## src/mmio_macros.svh

```systemverilog
// MMIO address map and UART timing
`ifndef MMIO_MACROS_SVH
`define MMIO_MACROS_SVH

// Block select, upper 24 address bits
`define IO_BASE         32'h8000_0000

// UART and performance counters
`define REG_UART_STAT   8'h00
`define REG_UART_RX     8'h04
`define REG_UART_TX     8'h08
`define REG_CYCLES      8'h10
`define REG_INSTR       8'h14
`define REG_CNT_CLR     8'h18

// Fill and line engine
`define REG_FILL        8'h20
`define REG_LINE_STAT   8'h24
`define REG_LE_COLOR    8'h28
`define REG_X0          8'h30
`define REG_Y0          8'h34
`define REG_X1          8'h38
`define REG_Y1          8'h3C
`define REG_X0_GO       8'h40
`define REG_Y0_GO       8'h44
`define REG_X1_GO       8'h48
`define REG_Y1_GO       8'h4C

`define UART_BIT_CYCLES 8

`endif
```

## src/mmio_pkg.sv

```systemverilog
// MMIO shared types
package mmio_pkg;

	typedef logic [31:0] word_t;
	typedef logic [7:0]  byte_t;
	typedef logic [9:0]  point_t;
	typedef logic [23:0] color_t;

	typedef enum logic [1:0] {
		TX_IDLE,
		TX_START,
		TX_DATA,
		TX_STOP
	} uart_tx_state_t;

	typedef enum logic [1:0] {
		RX_IDLE,
		RX_START,
		RX_DATA,
		RX_STOP
	} uart_rx_state_t;

endpackage

```

## src/uart_if.sv

```systemverilog
// Register block to UART byte streams
`timescale 1ns/1ns

interface uart_if;
	import mmio_pkg::*;

	byte_t tx_data;
	logic  tx_valid;
	logic  tx_ready;
	byte_t rx_data;
	logic  rx_valid;
	logic  rx_ready;

	modport regs (output tx_data, output tx_valid, input tx_ready,
		input rx_data, input rx_valid, output rx_ready);

	modport port (input tx_data, input tx_valid, output tx_ready,
		output rx_data, output rx_valid, input rx_ready);

endinterface

```

## src/mmio_top.sv

```systemverilog
// Memory-mapped I/O top level
`timescale 1ns/1ns

module mmio_top (
	input  logic                Clock,
	input  logic                rst_n,
	input  logic                psel,
	input  logic                penable,
	input  logic                pwrite,
	input  mmio_pkg::word_t     paddr,
	input  mmio_pkg::word_t     pwdata,
	output mmio_pkg::word_t     prdata,
	output logic                pready,
	output logic                pslverr,
	input  logic                stall,
	input  logic                line_ready,
	input  logic                uart_sin,
	output logic                uart_sout,
	output mmio_pkg::point_t    le_point,
	output mmio_pkg::color_t    le_color,
	output logic                le_color_valid,
	output logic                le_x0_valid,
	output logic                le_y0_valid,
	output logic                le_x1_valid,
	output logic                le_y1_valid,
	output logic                le_trigger,
	output mmio_pkg::color_t    fill_color,
	output logic                fill_valid
);

	uart_if uart_bus ();

	io_regs io_regs_i (
		.Clock, .rst_n, .psel, .penable, .pwrite, .paddr, .pwdata,
		.prdata, .pready, .pslverr, .stall, .line_ready,
		.le_point, .le_color, .le_color_valid,
		.le_x0_valid, .le_y0_valid, .le_x1_valid, .le_y1_valid,
		.le_trigger, .fill_color, .fill_valid,
		.u(uart_bus.regs)
	);

	uart uart_i (.Clock, .rst_n, .sin(uart_sin), .sout(uart_sout), .u(uart_bus.port));

endmodule

```

## src/io_regs.sv

```systemverilog
// APB register block for soft processor I/O
`timescale 1ns/1ns
`include "mmio_macros.svh"

module io_regs (
	input  logic                Clock,
	input  logic                rst_n,
	input  logic                psel,
	input  logic                penable,
	input  logic                pwrite,
	input  mmio_pkg::word_t     paddr,
	input  mmio_pkg::word_t     pwdata,
	output mmio_pkg::word_t     prdata,
	output logic                pready,
	output logic                pslverr,
	input  logic                stall,
	input  logic                line_ready,
	output mmio_pkg::point_t    le_point,
	output mmio_pkg::color_t    le_color,
	output logic                le_color_valid,
	output logic                le_x0_valid,
	output logic                le_y0_valid,
	output logic                le_x1_valid,
	output logic                le_y1_valid,
	output logic                le_trigger,
	output mmio_pkg::color_t    fill_color,
	output logic                fill_valid,
	uart_if.regs                u
);
	import mmio_pkg::*;

	localparam word_t BASE = `IO_BASE;

	logic [7:0] offset;
	logic sel, defined, err, wr_done;
	logic rx_hit, tx_hit, clr_hit, fill_hit, color_hit, go_hit;
	logic [3:0] coord_hit;
	logic [3:0] coord_stb;
	word_t rd_data;
	word_t cycles, instrs;

	assign offset = paddr[7:0];
	assign sel = psel && penable && (paddr[31:8] == BASE[31:8]);

	// ----------------------------------------
	// Address decode and read mux
	// ----------------------------------------
	always_comb
	begin
		defined = 1'b1;
		rd_data = '0;
		rx_hit = 1'b0;
		tx_hit = 1'b0;
		clr_hit = 1'b0;
		fill_hit = 1'b0;
		color_hit = 1'b0;
		go_hit = 1'b0;
		coord_hit = '0;
		case (offset)
			`REG_UART_STAT: rd_data = {30'd0, u.rx_valid, u.tx_ready};
			`REG_UART_RX:
			begin
				rx_hit = 1'b1;
				rd_data = {24'd0, u.rx_data};
			end
			`REG_UART_TX: tx_hit = 1'b1;
			`REG_CYCLES: rd_data = cycles;
			`REG_INSTR: rd_data = instrs;
			`REG_CNT_CLR: clr_hit = 1'b1;
			`REG_FILL:
			begin
				fill_hit = 1'b1;
				rd_data = {8'd0, fill_color};
			end
			`REG_LINE_STAT: rd_data = {31'd0, line_ready};
			`REG_LE_COLOR:
			begin
				color_hit = 1'b1;
				rd_data = {8'd0, le_color};
			end
			// Offset bits 3:2 pick the coordinate
			`REG_X0, `REG_Y0, `REG_X1, `REG_Y1:
			begin
				coord_hit = 4'b0001 << offset[3:2];
				rd_data = {22'd0, le_point};
			end
			`REG_X0_GO, `REG_Y0_GO, `REG_X1_GO, `REG_Y1_GO:
			begin
				coord_hit = 4'b0001 << offset[3:2];
				go_hit = 1'b1;
				rd_data = {22'd0, le_point};
			end
			default: defined = 1'b0;
		endcase
	end

	// ----------------------------------------
	// APB response and UART handshakes
	// ----------------------------------------
	assign err = !(sel && defined) || (rx_hit && !pwrite && !u.rx_valid);
	assign pslverr = psel && penable && err;
	assign prdata = (psel && penable && !err) ? rd_data : '0;

	// TX write waits until the UART takes the byte
	assign pready = !(sel && pwrite && tx_hit && !u.tx_ready);
	assign u.tx_valid = sel && pwrite && tx_hit;
	assign u.tx_data = pwdata[7:0];
	assign u.rx_ready = sel && !pwrite && rx_hit && u.rx_valid;

	assign wr_done = sel && defined && pwrite && pready;

	// ----------------------------------------
	// Performance counters
	// ----------------------------------------
	always_ff @(posedge Clock)
	begin
		if (!rst_n || (wr_done && clr_hit))
		begin
			cycles <= '0;
			instrs <= '0;
		end
		else
		begin
			cycles <= cycles + 32'd1;
			if (!stall)
				instrs <= instrs + 32'd1;
		end
	end

	// ----------------------------------------
	// Command strobes, one cycle after the write
	// ----------------------------------------
	always_ff @(posedge Clock)
	begin
		if (!rst_n)
		begin
			coord_stb <= '0;
			le_trigger <= 1'b0;
			le_color_valid <= 1'b0;
			fill_valid <= 1'b0;
		end
		else
		begin
			coord_stb <= wr_done ? coord_hit : 4'b0000;
			le_trigger <= wr_done && go_hit;
			le_color_valid <= wr_done && color_hit;
			fill_valid <= wr_done && fill_hit;
		end
	end

	// Command data holds until the next write
	always_ff @(posedge Clock)
	begin
		if (wr_done && |coord_hit)
			le_point <= pwdata[9:0];
		if (wr_done && color_hit)
			le_color <= pwdata[23:0];
		if (wr_done && fill_hit)
			fill_color <= pwdata[23:0];
	end

	assign le_x0_valid = coord_stb[0];
	assign le_y0_valid = coord_stb[1];
	assign le_x1_valid = coord_stb[2];
	assign le_y1_valid = coord_stb[3];

endmodule

```

## src/uart.sv

```systemverilog
// 8N1 serial transmitter and receiver
`timescale 1ns/1ns
`include "mmio_macros.svh"

module uart (
	input  logic   Clock,
	input  logic   rst_n,
	input  logic   sin,
	output logic   sout,
	uart_if.port   u
);
	import mmio_pkg::*;

	localparam int BIT_W = $clog2(`UART_BIT_CYCLES);
	localparam logic [BIT_W-1:0] BIT_LAST = BIT_W'(`UART_BIT_CYCLES - 1);
	localparam logic [BIT_W-1:0] HALF_LAST = BIT_W'(`UART_BIT_CYCLES / 2 - 1);

	uart_tx_state_t tx_state;
	logic [BIT_W-1:0] tx_cnt;
	logic [2:0] tx_bit;
	byte_t tx_shift;
	logic tx_tick;

	uart_rx_state_t rx_state;
	logic [BIT_W-1:0] rx_cnt;
	logic [2:0] rx_bit;
	byte_t rx_shift;
	logic rx_tick;
	logic sin_meta, sin_s;

	// ----------------------------------------
	// Transmitter
	// ----------------------------------------
	assign tx_tick = (tx_cnt == BIT_LAST);
	assign u.tx_ready = (tx_state == TX_IDLE);
	assign sout = (tx_state == TX_START) ? 1'b0 :
		(tx_state == TX_DATA) ? tx_shift[0] : 1'b1;

	always_ff @(posedge Clock)
	begin
		if (!rst_n)
		begin
			tx_state <= TX_IDLE;
			tx_cnt <= '0;
			tx_bit <= '0;
		end
		else if (tx_state == TX_IDLE)
		begin
			tx_cnt <= '0;
			tx_bit <= '0;
			if (u.tx_valid)
				tx_state <= TX_START;
		end
		else
		begin
			tx_cnt <= tx_tick ? '0 : tx_cnt + 1'b1;
			if (tx_tick)
			begin
				case (tx_state)
					TX_START: tx_state <= TX_DATA;
					TX_DATA:
					begin
						tx_bit <= tx_bit + 1'b1;
						if (tx_bit == 3'd7)
							tx_state <= TX_STOP;
					end
					default: tx_state <= TX_IDLE;
				endcase
			end
		end
	end

	// Shift out LSB first
	always_ff @(posedge Clock)
	begin
		if (u.tx_valid && u.tx_ready)
			tx_shift <= u.tx_data;
		else if (tx_state == TX_DATA && tx_tick)
			tx_shift <= {1'b0, tx_shift[7:1]};
	end

	// ----------------------------------------
	// Receiver
	// ----------------------------------------
	assign rx_tick = (rx_cnt == BIT_LAST);

	always_ff @(posedge Clock)
	begin
		if (!rst_n)
		begin
			sin_meta <= 1'b1;
			sin_s <= 1'b1;
			rx_state <= RX_IDLE;
			rx_cnt <= '0;
			rx_bit <= '0;
			u.rx_valid <= 1'b0;
		end
		else
		begin
			sin_meta <= sin;
			sin_s <= sin_meta;
			if (u.rx_ready)
				u.rx_valid <= 1'b0;
			case (rx_state)
				RX_IDLE:
				begin
					rx_cnt <= '0;
					rx_bit <= '0;
					if (!sin_s)
						rx_state <= RX_START;
				end
				RX_START:
				begin
					// Recheck at mid start bit, drop glitches
					rx_cnt <= (rx_cnt == HALF_LAST) ? '0 : rx_cnt + 1'b1;
					if (rx_cnt == HALF_LAST)
						rx_state <= sin_s ? RX_IDLE : RX_DATA;
				end
				RX_DATA:
				begin
					rx_cnt <= rx_tick ? '0 : rx_cnt + 1'b1;
					if (rx_tick)
					begin
						rx_bit <= rx_bit + 1'b1;
						if (rx_bit == 3'd7)
							rx_state <= RX_STOP;
					end
				end
				default:
				begin
					rx_cnt <= rx_tick ? '0 : rx_cnt + 1'b1;
					if (rx_tick)
					begin
						rx_state <= RX_IDLE;
						if (sin_s)
							u.rx_valid <= 1'b1;
					end
				end
			endcase
		end
	end

	always_ff @(posedge Clock)
	begin
		if (rx_state == RX_DATA && rx_tick)
			rx_shift <= {sin_s, rx_shift[7:1]};
		// Unread byte gets overwritten
		if (rx_state == RX_STOP && rx_tick && sin_s)
			u.rx_data <= rx_shift;
	end

endmodule

```

## config.mk

```make
export PLATFORM = sky130hd
export DESIGN_NAME = mmio_top
export DESIGN_NICKNAME = d
export VERILOG_FILES = /design/src/mmio_pkg.sv /design/src/uart_if.sv /design/src/mmio_top.sv /design/src/io_regs.sv /design/src/uart.sv
export VERILOG_INCLUDE_DIRS = /design/src
export SDC_FILE = /design/constraint.sdc
export NUM_CORES = 1
export LEC_CHECK = 0
export BUFFER_PORTS_ARGS = -buffer_cell sky130_fd_sc_hd__buf_4
export CAP_MARGIN = 25
export CELL_PAD_IN_SITES_DETAIL_PLACEMENT = 0
export CELL_PAD_IN_SITES_GLOBAL_PLACEMENT = 1
export CORE_MARGIN = 5
export CORE_UTILIZATION = 45
export DETAILED_ROUTE_END_ITERATION = 12
export PLACE_DENSITY = 0.95
export REMOVE_ABC_BUFFERS = 1
export SETUP_SLACK_MARGIN = 0.5
export SLEW_MARGIN = 10
export SYNTH_ARGS = -nofsm -noshare
export SYNTH_HDL_FRONTEND = slang
export SYNTH_HIERARCHICAL = 1
export SYNTH_SLANG_ARGS = --single-unit
```

## constraint.sdc

```tcl
create_clock -name Clock -period 6.2 [get_ports Clock]
set_clock_uncertainty 0.2 [all_clocks]
set_input_delay 0 -clock Clock [delete_from_list [all_inputs] [get_ports Clock]]
set_output_delay 0 -clock Clock [all_outputs]
set_load 0.02 [all_outputs]
```

==> qor.csv <==
stage,metric,value,unit
global_route,grt_use_total,21.1,%
synthesis,syn_area_per_cell,10.7,um2
placed_design,globalplace.congestion,0.802,
floorplan,die_area,0.0199,mm2
floorplan,rows,48,
synthesis,synth_top_family_by_area,simple AND/OR/NAND/NOR gates,
drt,vias,6308,
cells_and_area,drive_gt1_share,25.3,%
critical_path,critical_path.top_delay_family,simple AND/OR/NAND/NOR gates,
critical_path,slowest_stage,nor2_1,
synthesis,netlist_area,0.00773,mm2
critical_path,r2r_end,io_regs_i/le_point[5],
worst_hold_path,hold_path.class,primary input to register,
synthesis,ys_seq_elements,172,
clock_tree,h-tree-depth,4,
critical_path,critPathBufInv,3,
sta,setup_violations,0,
sta,worst_slack,2.88,ns
critical_path,worst_setup_path_end_kind,register,
clock_tree,cts_root_buffer,clkbuf_16,
synthesis,muxShareOfSynthArea,1.55,%
global_route,globalRoute.totalOverflow,0,
synthesis,synth_edf_count,82,
drt,ant_nets,0,
drt,drc,0,
run,drv_cap,0,
placed_design,post-dp-hpwl,14400,um
floorplan,die_h,141,um
placed_design,portBuffers,163,
critical_path,critical_path_class,primary input to register,
power_and_ir_drop,power.density,235,mW/mm2
critical_path,start_kind,primary input,
clock_tree,cts_tree,yes,
floorplan,core_area,0.0171,mm2
synthesis,ys.flop_type,dfxtp_1,
cells_and_area,final_util,59.0,%
power_and_ir_drop,ir_worst_vdd,0.204,mV
critical_path,r2r_slack,3.49,ns
floorplan,boundaryPins,172,
synthesis,ys_warn_count,6,
floorplan,die_w,141,um
drt,wl_per_cell,18.4,um
critical_path,crit_arrival,3.17,ns
sta,fin_crit,3.32,ns
cells_and_area,final_common_cell,buf_4,
critical_path,startpoint,paddr[21],
drt,drt_pass1_iterations,5,
synthesis,synth-xor-area-share,6.69,%
clock_tree,clock-sinks,172,
sta,timing.hold.ws,0.0423,ns
sta,period_share,53.6,%
critical_path,crit_chain,dlygate4sd3_1 > buf_4 > nor4_1 > dlygate4sd3_1 > and4_1 > nand3_1 > a311o_1 > nor2_1,
clock_tree,cts.reportedPaths.clkPinSlew,0.07,ns
sta,final_max_slew_viol_count,0,
critical_path,cp_num_cells,8,
placed_design,dp_slack,2.99,ns
sta,worstMarginPinSlew,1.09,ns
critical_path,endpoint,io_regs_i/le_point[5],
critical_path,timing.rr.start,uart_i/tx_state[0],
sta,grt_setup_unrepaired,false,
global_route,grt_pass1_vias,6140,
clock_tree,clock_latency,0.43,ns
drt,wirelength,21000,um
synthesis,async_flop_share,0,%
sta,fin_tns_setup,0,ns
synthesis,yosysUniqueCellTypes,61,
sta,finalHoldViolCount,0,
synthesis,synth_fa_ha_area_share,2.59,%
critical_path,path_max_fanout,10,
sta,max_freq,301,MHz
cells_and_area,syn_to_final_growth,30.1,%
synthesis,syn_inst,720,
cells_and_area,final_cell_mix,"buf_4, nor2_1, dfxtp_1",
critical_path,reg2reg_depth,5,
synthesis,seq_area_frac_synth,55.2,%
global_route,grt_max_degree,65,
cells_and_area,nets,993,
synthesis,synth_compound_area_share,10.4,%
global_route,antenna_found_initial,0,
power_and_ir_drop,p_total,2.36,mW
worst_hold_path,min_from,paddr[0],
floorplan,initial_core_util,45.3,%
drt,drt_iter0_drc,624,
power_and_ir_drop,power.leakage,3.56,nW
cells_and_area,n_antenna_cell,0,
sta,slew_headroom,26.8,%
synthesis,yosys.area_share.simple,19.6,%
critical_path,cp_common_cell,dlygate4sd3_1,
drt,vias_per_cell,5.52,
critical_path,crit_required,6.05,ns
global_route,grt_pass1_wl,33100,um
critical_path,cp_slowest_stage_delay,0.76,ns
clock_tree,cts_max_path_buffers,2,
clock_tree,cts_buffers,17,
run_status,status,"complete, no violations",
-- worst min-delay path by stage --
| stage | cells after the start | end | slack (ns) |
|---|---|---|---|
| 2_1_floorplan | 1 | uart_i/sin_meta | -0.13 |
| 3_3_place_gp | 2 | uart_i/sin_meta | -0.02 |
| 3_5_place_dp | 1 | io_regs_i/fill_color[12] | -0.01 |
| 4_1_cts | 2 | io_regs_i/fill_color[11] | 0.08 |
| 5_1_grt | 6 | uart_i/u.rx_valid | 0.05 |
| 6_report | 6 | uart_i/u.rx_valid | 0.04 |
-- timing repair --
action | in CTS | in global routing
gates resized for setup | 0 | 0
hold endpoints to repair | 98 | 0
buffers inserted | 0 | 0
hold buffers | 38 | 0
-- where the power goes --
part	switching, mW	internal, mW	total (mW)
combinational	0.0425	0.0531	0.0956
sequential	0.00745	1.19	1.20
clock	0.517	0.551	1.07
-- Yosys cell counts (4+ instances only) --
cell type	n	area share (%)
and4_1	5	0.57
or3_1	5	0.40
a22oi_1	45	4.4
o21ai_0	10	0.65
nor3_1	5	0.32
nor2_1	105	5.1
nand2_1	40	1.9
a222oi_1	12	1.6
xnor2_1	25	2.8
buf_2	14	0.91
dfxtp_1	90	23
buf_4	11	1.1
clkbuf_1	13	0.63
ha_1	16	2.6
mux2_2	8	1.2
inv_1	18	0.87
nor2b_1	10	0.81
and2_1	5	0.40
xor2_1	34	3.9
a21oi_1	29	1.9
nand2b_1	7	0.57
nand3_1	27	1.7
a31oi_1	7	0.57
nor3b_1	4	0.39
nor4_1	13	1.1
and3_1	10	0.81
nand4_1	21	1.7
edfxtp_1	82	32
-- state kept, by name (all words and copies together) (netlist names), 8 cells and up --
name                  count
uart_i/tx_shift           8
uart_i/rx_shift           8
io_regs_i/fill_color     24
io_regs_i/instrs         32
io_regs_i/cycles         32
uart_i/u.rx_data          8
io_regs_i/le_point       10
io_regs_i/le_color       24
-- metrics by stage --
stage          std cells  instance area (um2)
2_1_floorplan        677                 7490
3_3_place_gp        1071                 9060
3_5_place_dp        1072                 9060
4_1_cts             1142                10100
5_1_grt             1143                10100
6_report            1143                10100
-- per-layer routing --
metal	global-route usage, %	wire, um
met4	7.96	448
met3	3.80	1300
met1	27.2	8700
met2	35.4	10600
met5	0	0
-- worst min-delay path, stage by stage --
cell and delay, ns:
buf_4 0.10, or4b_4 0.15, nor4b_2 0.06, nor4bb_1 0.12
nor2b_1 0.11, o21a_1 0.11
-- final cells by class --
| class | count | area (um2) |
|---|---|---|
| fill | 1466 | 7000 |
| sequential | 172 | 4260 |
| multi-input combinational | 487 | 3180 |
| timing repair buffer | 209 | 1660 |
| clock buffer | 17 | 425 |
| tap | 225 | 282 |
| clock inverter | 15 | 185 |
| inverter | 18 | 67.6 |
-- cell families (layout without fill, tap and decap cells) --
kind of cell,count (synthesis),count (layout)
AOI/OAI and AO/OA,115,115
xor gates and xnor gates,59,59
and+or+nand+nor,286,286
muxes,11,11
DFF,172,172
buffers and inverters,61,259
adders and majority gates,16,16
No activity file was read; power rests on OpenSTA's default activity.
